File: src/uart_pkg.sv
package uart_pkg;

	localparam int DATA_W = 8;	// one character, fixed by the register map

	// register addresses on the two-bit bus address
	typedef enum logic [1:0] {
		TXDATA = 2'd0,	// write starts a frame when idle
		RXDATA = 2'd1,	// read returns last frame and clears rx_valid
		STATUS = 2'd2	// busy and receive flags in the low bits
	} uart_reg_addr_e;

	typedef enum logic [2:0] {
		TX_IDLE   = 3'd0,
		TX_START  = 3'd1,
		TX_DATA   = 3'd2,
		TX_PARITY = 3'd3,
		TX_STOP   = 3'd4
	} tx_state_e;

	typedef enum logic [2:0] {
		RX_IDLE   = 3'd0,
		RX_START  = 3'd1,	// waiting for start bit center
		RX_DATA   = 3'd2,
		RX_PARITY = 3'd3,
		RX_STOP   = 3'd4
	} rx_state_e;

	typedef struct packed {
		logic              cyc;
		logic              stb;
		logic              we;
		logic [1:0]        adr;
		logic [DATA_W-1:0] dat;	// write data
	} wb_req_t;

	typedef struct packed {
		logic              ack;	// one cycle per access
		logic [DATA_W-1:0] dat;	// read data, valid with ack
	} wb_rsp_t;

	typedef struct packed {
		logic tx_busy;	// bit 2
		logic rx_valid;	// bit 1
		logic rx_error;	// bit 0
	} uart_status_t;

	typedef struct packed {
		logic [DATA_W-1:0] data;
		logic              error;	// parity or framing
	} rx_frame_t;

endpackage
File: src/uart_top.sv
`timescale 1ns/1ps

module uart_top #(
	parameter int CLKS_PER_BIT = 16,
	parameter int PARITY_EN    = 1,
	parameter int PARITY_ODD   = 0	// 0 even, 1 odd
) (
	input  logic              clk,
	input  logic              reset,
	input  uart_pkg::wb_req_t i_wb,
	output uart_pkg::wb_rsp_t o_wb,
	output logic              o_tx,	// serial out
	input  logic              i_rx	// serial in
);

	logic                        tx_start;
	logic [uart_pkg::DATA_W-1:0] tx_data;
	logic                        tx_busy;
	logic                        rx_done;
	uart_pkg::rx_frame_t         rx_frame;

	uart_wb_regs u_regs (
		.clk        (clk),
		.reset      (reset),
		.i_wb       (i_wb),
		.o_wb       (o_wb),
		.o_tx_start (tx_start),
		.o_tx_data  (tx_data),
		.i_tx_busy  (tx_busy),
		.i_rx_done  (rx_done),
		.i_rx_frame (rx_frame)
	);

	uart_tx #(
		.CLKS_PER_BIT (CLKS_PER_BIT),
		.PARITY_EN    (PARITY_EN),
		.PARITY_ODD   (PARITY_ODD)
	) u_tx (
		.clk     (clk),
		.reset   (reset),
		.i_start (tx_start),
		.i_data  (tx_data),
		.o_busy  (tx_busy),
		.o_tx    (o_tx)
	);

	uart_rx #(
		.CLKS_PER_BIT (CLKS_PER_BIT),
		.PARITY_EN    (PARITY_EN),
		.PARITY_ODD   (PARITY_ODD)
	) u_rx (
		.clk     (clk),
		.reset   (reset),
		.i_rx    (i_rx),
		.o_done  (rx_done),
		.o_frame (rx_frame)
	);

endmodule

File: src/uart_wb_regs.sv
`timescale 1ns/1ps

module uart_wb_regs (
	input  logic                        clk,
	input  logic                        reset,
	input  uart_pkg::wb_req_t           i_wb,
	output uart_pkg::wb_rsp_t           o_wb,
	output logic                        o_tx_start,	// one cycle, together with ack
	output logic [uart_pkg::DATA_W-1:0] o_tx_data,
	input  logic                        i_tx_busy,
	input  logic                        i_rx_done,
	input  uart_pkg::rx_frame_t         i_rx_frame
);

	uart_pkg::uart_reg_addr_e    addr;
	uart_pkg::uart_status_t      status;
	logic                        bus_req;	// new access, not yet acked
	logic                        ack_q;
	logic [uart_pkg::DATA_W-1:0] rd_data;
	logic [uart_pkg::DATA_W-1:0] tx_data_q;
	logic [uart_pkg::DATA_W-1:0] rx_data_q;
	logic                        rx_valid;
	logic                        rx_error;

	assign addr    = uart_pkg::uart_reg_addr_e'(i_wb.adr);
	assign bus_req = i_wb.cyc && i_wb.stb && !ack_q;	// stb still high in ack cycle
	assign status  = '{tx_busy: i_tx_busy, rx_valid: rx_valid, rx_error: rx_error};

	assign o_wb      = '{ack: ack_q, dat: rd_data};
	assign o_tx_data = tx_data_q;

	always_ff @(posedge clk) begin
		if (reset) begin
			ack_q      <= 1'b0;
			o_tx_start <= 1'b0;
			rd_data    <= '0;
		end else begin
			ack_q      <= bus_req;	// fixed one-cycle latency
			o_tx_start <= 1'b0;
			if (bus_req && i_wb.we) begin
				if (addr == uart_pkg::TXDATA && !i_tx_busy) begin	// busy write acked and dropped
					o_tx_start <= 1'b1;
					tx_data_q  <= i_wb.dat;
				end
			end else if (bus_req) begin
				case (addr)
					uart_pkg::TXDATA: rd_data <= tx_data_q;	// last byte sent
					uart_pkg::RXDATA: rd_data <= rx_data_q;
					uart_pkg::STATUS: rd_data <= uart_pkg::DATA_W'(status);	// zeros above
					default:          rd_data <= '0;
				endcase
			end
		end
	end

	// receive holding register, newest frame wins
	always_ff @(posedge clk) begin
		if (reset) begin
			rx_valid <= 1'b0;
			rx_error <= 1'b0;
		end else begin
			if (bus_req && !i_wb.we && addr == uart_pkg::RXDATA) begin
				rx_valid <= 1'b0;	// low from the ack cycle on
			end
			if (i_rx_done) begin	// a frame landing with the read still sets it
				rx_valid  <= 1'b1;
				rx_error  <= i_rx_frame.error;
				rx_data_q <= i_rx_frame.data;
			end
		end
	end

endmodule

File: src/uart_rx.sv
`timescale 1ns/1ps

module uart_rx #(
	parameter int CLKS_PER_BIT = 16,
	parameter int PARITY_EN    = 1,
	parameter int PARITY_ODD   = 0
) (
	input  logic                clk,
	input  logic                reset,
	input  logic                i_rx,	// asynchronous serial line
	output logic                o_done,	// one-cycle pulse at stop bit center
	output uart_pkg::rx_frame_t o_frame
);

	localparam int FRAME_BITS = uart_pkg::DATA_W + PARITY_EN + 2;
	localparam int CNT_W      = $clog2(CLKS_PER_BIT);
	localparam int BIT_W      = $clog2(FRAME_BITS);

	uart_pkg::rx_state_e         state;
	logic [2:0]                  sync;	// three-flop synchronizer
	logic                        rx_s;	// synchronized line
	logic                        rx_d;	// rx_s one clock later, for edge detect
	logic [CNT_W-1:0]            clk_cnt;
	logic [BIT_W-1:0]            bit_idx;	// frame position of next sample
	logic [uart_pkg::DATA_W-1:0] data_sr;	// filled from the top, lsb arrives first
	logic                        par_err;
	logic                        half_bit;
	logic                        full_bit;

	assign rx_s     = sync[2];
	assign half_bit = (clk_cnt == CNT_W'(CLKS_PER_BIT / 2 - 1));
	assign full_bit = (clk_cnt == CNT_W'(CLKS_PER_BIT - 1));

	always_ff @(posedge clk) begin
		if (reset) begin
			sync <= 3'b111;	// idle high, no false start out of reset
			rx_d <= 1'b1;
		end else begin
			sync <= {sync[1:0], i_rx};
			rx_d <= rx_s;
		end
	end

	always_ff @(posedge clk) begin
		if (reset) begin
			state   <= uart_pkg::RX_IDLE;
			clk_cnt <= '0;
			bit_idx <= '0;
			par_err <= 1'b0;
			o_done  <= 1'b0;
		end else begin
			o_done <= 1'b0;
			case (state)
				uart_pkg::RX_IDLE: begin
					clk_cnt <= '0;
					if (rx_d && !rx_s) begin	// falling edge, a stuck-low line never restarts
						state   <= uart_pkg::RX_START;
						par_err <= 1'b0;
					end
				end
				uart_pkg::RX_START: begin
					if (half_bit) begin
						clk_cnt <= '0;
						bit_idx <= BIT_W'(1);
						// still low at the center, else it was a glitch
						state   <= rx_s ? uart_pkg::RX_IDLE : uart_pkg::RX_DATA;
					end else begin
						clk_cnt <= clk_cnt + CNT_W'(1);
					end
				end
				default: begin	// data, parity and stop share one bit timer
					if (!full_bit) begin
						clk_cnt <= clk_cnt + CNT_W'(1);
					end else begin
						clk_cnt <= '0;
						bit_idx <= bit_idx + BIT_W'(1);
						if (bit_idx == BIT_W'(FRAME_BITS - 1)) begin	// stop bit center
							state         <= uart_pkg::RX_IDLE;
							o_done        <= 1'b1;
							o_frame.data  <= data_sr;
							o_frame.error <= par_err | !rx_s;	// low stop is a framing error
						end else if (state == uart_pkg::RX_DATA) begin
							data_sr <= {rx_s, data_sr[uart_pkg::DATA_W-1:1]};
							if (bit_idx == BIT_W'(uart_pkg::DATA_W)) begin
								state <= (PARITY_EN != 0) ? uart_pkg::RX_PARITY
								                          : uart_pkg::RX_STOP;
							end
						end else begin	// parity bit center
							par_err <= rx_s ^ (^data_sr) ^ (PARITY_ODD != 0);
							state   <= uart_pkg::RX_STOP;
						end
					end
				end
			endcase
		end
	end

endmodule

File: src/uart_tx.sv
`timescale 1ns/1ps

module uart_tx #(
	parameter int CLKS_PER_BIT = 16,
	parameter int PARITY_EN    = 1,
	parameter int PARITY_ODD   = 0
) (
	input  logic                        clk,
	input  logic                        reset,
	input  logic                        i_start,	// one-cycle pulse
	input  logic [uart_pkg::DATA_W-1:0] i_data,
	output logic                        o_busy,
	output logic                        o_tx
);

	localparam int FRAME_BITS = uart_pkg::DATA_W + PARITY_EN + 2;	// start, data, parity, stop
	localparam int CNT_W      = $clog2(CLKS_PER_BIT);
	localparam int BIT_W      = $clog2(FRAME_BITS);

	uart_pkg::tx_state_e         state;
	logic [CNT_W-1:0]            clk_cnt;	// clocks into current bit
	logic [BIT_W-1:0]            bit_idx;	// position in frame, start bit is 0
	logic [uart_pkg::DATA_W-1:0] data_sr;	// shifts right, lsb goes out first
	logic                        par_bit;
	logic                        bit_end;

	assign bit_end = (clk_cnt == CNT_W'(CLKS_PER_BIT - 1));
	assign o_busy  = (state != uart_pkg::TX_IDLE);	// high through last stop clock

	always_ff @(posedge clk) begin
		if (reset) begin
			state   <= uart_pkg::TX_IDLE;
			clk_cnt <= '0;
			bit_idx <= '0;
			o_tx    <= 1'b1;	// line idles high
		end else if (i_start) begin	// register block only pulses when idle
			state   <= uart_pkg::TX_START;
			clk_cnt <= '0;
			bit_idx <= '0;
			o_tx    <= 1'b0;	// start bit
			data_sr <= i_data;
			par_bit <= (^i_data) ^ (PARITY_ODD != 0);	// inverted for odd
		end else if (state != uart_pkg::TX_IDLE) begin
			if (!bit_end) begin
				clk_cnt <= clk_cnt + CNT_W'(1);
			end else begin
				clk_cnt <= '0;
				bit_idx <= bit_idx + BIT_W'(1);
				if (bit_idx == BIT_W'(FRAME_BITS - 1)) begin	// stop bit done
					state <= uart_pkg::TX_IDLE;
					o_tx  <= 1'b1;
				end else begin
					case (state)
						uart_pkg::TX_START: begin
							state   <= uart_pkg::TX_DATA;
							o_tx    <= data_sr[0];
							data_sr <= data_sr >> 1;
						end
						uart_pkg::TX_DATA: begin
							if (bit_idx == BIT_W'(uart_pkg::DATA_W)) begin	// last data bit sent
								if (PARITY_EN != 0) begin
									state <= uart_pkg::TX_PARITY;
									o_tx  <= par_bit;
								end else begin
									state <= uart_pkg::TX_STOP;
									o_tx  <= 1'b1;
								end
							end else begin
								o_tx    <= data_sr[0];
								data_sr <= data_sr >> 1;
							end
						end
						uart_pkg::TX_PARITY: begin
							state <= uart_pkg::TX_STOP;
							o_tx  <= 1'b1;	// stop bit
						end
						default: begin
							state <= uart_pkg::TX_IDLE;	// not reached
							o_tx  <= 1'b1;
						end
					endcase
				end
			end
		end
	end

endmodule

File: config.mk
export PLATFORM = sky130hd
export DESIGN_NAME = uart_top
export DESIGN_NICKNAME = d
export VERILOG_FILES = /design/src/uart_pkg.sv /design/src/uart_top.sv /design/src/uart_wb_regs.sv /design/src/uart_rx.sv /design/src/uart_tx.sv
export SDC_FILE = /design/constraint.sdc
export NUM_CORES = 1
export LEC_CHECK = 0
export ABC_AREA = 1
export BUFFER_PORTS_ARGS = -buffer_cell sky130_fd_sc_hd__buf_2
export CORE_ASPECT_RATIO = 1.1
export CORE_MARGIN = 4
export CORE_UTILIZATION = 46
export CTS_CLUSTER_SIZE = 25
export DETAILED_ROUTE_END_ITERATION = 12
export PLACE_DENSITY = 0.66
export SYNTH_ARGS = -nofsm -noshare
export SYNTH_HDL_FRONTEND = slang
export SYNTH_SLANG_ARGS = --single-unit
File: constraint.sdc
create_clock -name clk -period 1.9 [get_ports clk]
set_input_delay 0.285 -clock clk [delete_from_list [all_inputs] [get_ports clk]]
set_output_delay 0.285 -clock clk [all_outputs]
set_load 0.05 [all_outputs]
==> flow_metrics.tcl <==
set metrics [dict create \
    status "completed" \
    startpoint "u_tx.bit_idx[0]" \
    hold_path_class "in -> reg" \
    cts_buffers 9 \
    p_total_uw 3460 \
    grt_use_met2_pct 24.2 \
    skew_ns 0.00899 \
    switchingPower_uw 832 \
    synthSimpleGateAreaFrac_pct 21.7 \
    cp_slowest_cell "dfxtp_1" \
    synthMuxAreaShare_pct 0 \
    clockBufferDepth 2 \
    seqPwrFrac_pct 55.3 \
    placementRows 33 \
    areaGrowthSynthToFinish_pct 13.5 \
    met3_usage_pct 3.36 \
    wl_per_cell_um 11.9 \
    p_leak_uw 0.00164 \
    maxCapViolCount 0 \
    p_sw_share_pct 24.0 \
    synth_xor_xnor_area_share_pct 3.16 \
    fmax_mhz 601 \
    die_y_um 101 \
    synth_area_leader_cell "edfxtp_1" \
    finalMaxSlewViolations 0 \
    pin_count 26 \
    path_delay_family "simple AND/OR/NAND/NOR gates" \
    max_stage_delay_ns 0.36 \
    power_frac_clock_pct 36.8 \
    path_cells "inv_1, ha_1, nand3_1, nand3_1, nand2_1, a21oi_1, nor3_2, buf_4" \
    initial_core_util_pct 47.6 \
    critPathArrivalTime_ns 1.72 \
    clkLatencyLatePin_ns 0.35 \
    cts.sinks 83 \
    yosysTopAreaCellShare_pct 35.0 \
    die-area_um2 9310 \
    port_buffers 25 \
    synthCells 375 \
    yosys.cell_types.count 38 \
    synth_fp_nets 399 \
    final_cells 522 \
    final_nets 436 \
    path_class "reg -> reg" \
    maxSlewHeadroom_pct 59.0 \
    dp_cells 506 \
    p_int_uw 2630 \
    die_x_um 92.3 \
    holdBufCountCts 0 \
    top_usage_layer "met2" \
    drc 0 \
    path_buf_inv 2 \
    hold_start "i_wb[7]" \
    whs_path_depth 1 \
    grt_usage_pct 14.7 \
    finalSetupViolCount 0 \
    core_area_um2 7560 \
    ys_ff_latch 83 \
    grt.met1_usage_pct 18.2 \
    crit_fanout 8 \
    min_to "u_regs.o_tx_data[7]" \
    start_kind "flip-flop" \
    end_kind "flip-flop" \
    clock-root-buffer "clkbuf_8" \
    overflow 0 \
    synth_area_leaders "edfxtp_1, dfxtp_1, nand2_1" \
    seq_area_frac_synth_pct 57.8 \
    worst_pin_slew_ns 0.612 \
    vias_per_cell 4.91 \
    yosys_warnings 0 \
    p_per_area_nw_per_um2 847 \
    timing.final.crit_share_pct 87.6 \
    vias 2564 \
    dr.pass1.iters 4 \
    grt_max_degree 20 \
    crit_top_cell "nand3_1" \
    synthAdderAreaFrac_pct 2.78 \
    fillers 683 \
    whs_ns 0.106 \
    power_frac_comb_pct 7.9 \
    grt_pass1_vias 2498 \
    grt_pass1_wl_um 11000 \
    rsz0062_at_grt "false" \
    clkTransAtPathRegs_ns 0.09 \
    rr_startpoint "u_tx.bit_idx[0]" \
    synth_area_um2 3600 \
    diodes 0 \
    cts_tree "built" \
    drive_above_1_share_pct 19.7 \
    ctsResizeCount 0 \
    finalHoldViolCount 0 \
    synth_top_family_by_area "simple AND/OR/NAND/NOR gates" \
    reg2reg_setup_slack_ns 0.23 \
    synth_compound_area_share_pct 8.52 \
    drt-total-wl_um 6220 \
    min_period_ns 1.67 \
    multiInputGateArea_um2 1310 \
    htree_levels 3 \
    place.gp.congestion 0.850 \
    syn_avg_cell_area_um2 9.60 \
    crit_required_ns 1.96 \
    antenna_found_initial 0 \
    cts_setup_buffers 0 \
    tns_ns 0 \
    r2r_end "u_tx.data_sr[0]" \
    rr_worst_depth 8 \
    drtIter0Drc 96 \
    seq_area_um2 2080 \
    route.antenna.remaining_nets 0 \
    ir_drop_v 0.000339 \
    dp_hpwl_um 4590 \
]
## Yosys cell counts
master,number
a211oi_1,1
a21oi_1,26
a21oi_2,2
a31oi_1,1
and3_1,1
buf_2,2
buf_4,1
buf_6,1
clkbuf_1,2
clkinv_1,2
clkinv_2,1
dfxtp_1,41
edfxtp_1,42
ha_1,8
inv_1,38
inv_2,7
nand2_1,69
nand2_2,5
nand2_4,1
nand3_1,29
nand3_2,1
nand3_4,1
nand3b_1,1
nand4_1,2
nand4_4,1
nor2_1,19
nor2_2,4
nor3_1,14
nor3_2,1
nor3b_2,2
nor4_1,4
o211ai_1,1
o21ai_0,22
o21ai_1,2
o21ai_2,2
or2_2,5
xnor2_1,8
xor2_1,5
## worst register-to-register path, delay by kind of cell (launching register included)
family	cells	cell delay [ns]
simple gates	4	0.45
compound gates	1	0.08
fa+ha+maj	1	0.20
flops	1	0.36
buf+inv	2	0.28
## power by group through the flow
stage               clock network [µW]  registers (µW)  logic (µW)
floorplan                            0            1960         195
global placement                     0            1950         269
detailed placement                   0            1950         273
CTS                               1310            1910         274
global route                      1380            1920         310
finish                            1270            1910         273
## final cells by class
cell class,count,share of cell area (%)
timing repair buffer,32,4.35
multi-input combinational,238,32.1
inverter,48,4.44
clock inverter,5,1.47
tap,105,3.22
clock buffer,11,3.46
sequential,83,51.0
## metal layers
layer	wire length, µm	share of wire (%)	vias to the layer above
met5	0	0	-
met4	131	2.1	0
met3	218	3.5	12
met2	2880	46	40
met1	2990	48	1176
li1	-	-	1336
## worst max-delay path by stage
stage / to / slack, ns / cells after the start
after detailed placement: u_tx.data_sr[6] / 0.26 / 8
after global placement: u_tx.data_sr[5] / 0.32 / 8
after global routing: u_rx.data_sr[5] / 0.16 / 6
final: u_tx.data_sr[0] / 0.23 / 8
after floorplan: u_regs.o_tx_data[0] / 0.02 / 3
after CTS: u_tx.data_sr[0] / 0.23 / 8
## per-stage QoR
step           instance area (µm²)  util, %  setup slack (ns)
6_report                      4090     54.1             0.235
5_1_grt                       4090     54.1             0.158
4_1_cts                       4090     54.1             0.235
3_5_place_dp                  3880     51.4             0.257
3_3_place_gp                  3880     51.4             0.322
2_1_floorplan                 3610        -            0.0182
## registers in the layout (all words and copies together) (netlist names), 3 cells and up
signal	cells
u_regs.o_tx_data	8
u_regs.rd_data	8
u_regs.rx_data_q	8
u_rx.bit_idx	4
u_rx.clk_cnt	4
u_rx.data_sr	8
u_rx.o_frame	9
u_rx.state	3
u_rx.sync	3
u_tx.bit_idx	4
u_tx.clk_cnt	4
u_tx.data_sr	8
u_tx.state	3
## logic make-up (layout without fill, tap and decap cells)
kind of cell | count (synthesis) | count (layout)
flops | 83 | 83
compound gates | 57 | 57
simple gates | 160 | 160
buf+inv | 54 | 96
xor+xnor | 13 | 13
fa+ha+maj | 8 | 8
## placed cells by master (no fill, tap or decap), types with 3 or more instances in the layout
cell / n
clkbuf_8: 10
inv_2: 7
nand2_2: 5
edfxtp_1: 42
a21oi_1: 26
xor2_1: 5
xnor2_1: 8
o21ai_0: 22
dfxtp_1: 41
nor3_1: 13
inv_1: 38
buf_4: 7
ha_1: 8
nor2_2: 4
nand3_1: 29
nor2_1: 19
or2_2: 5
buf_2: 25
nor4_1: 3
nand2_1: 69
Note: power is estimated with default switching activity, not from simulation.
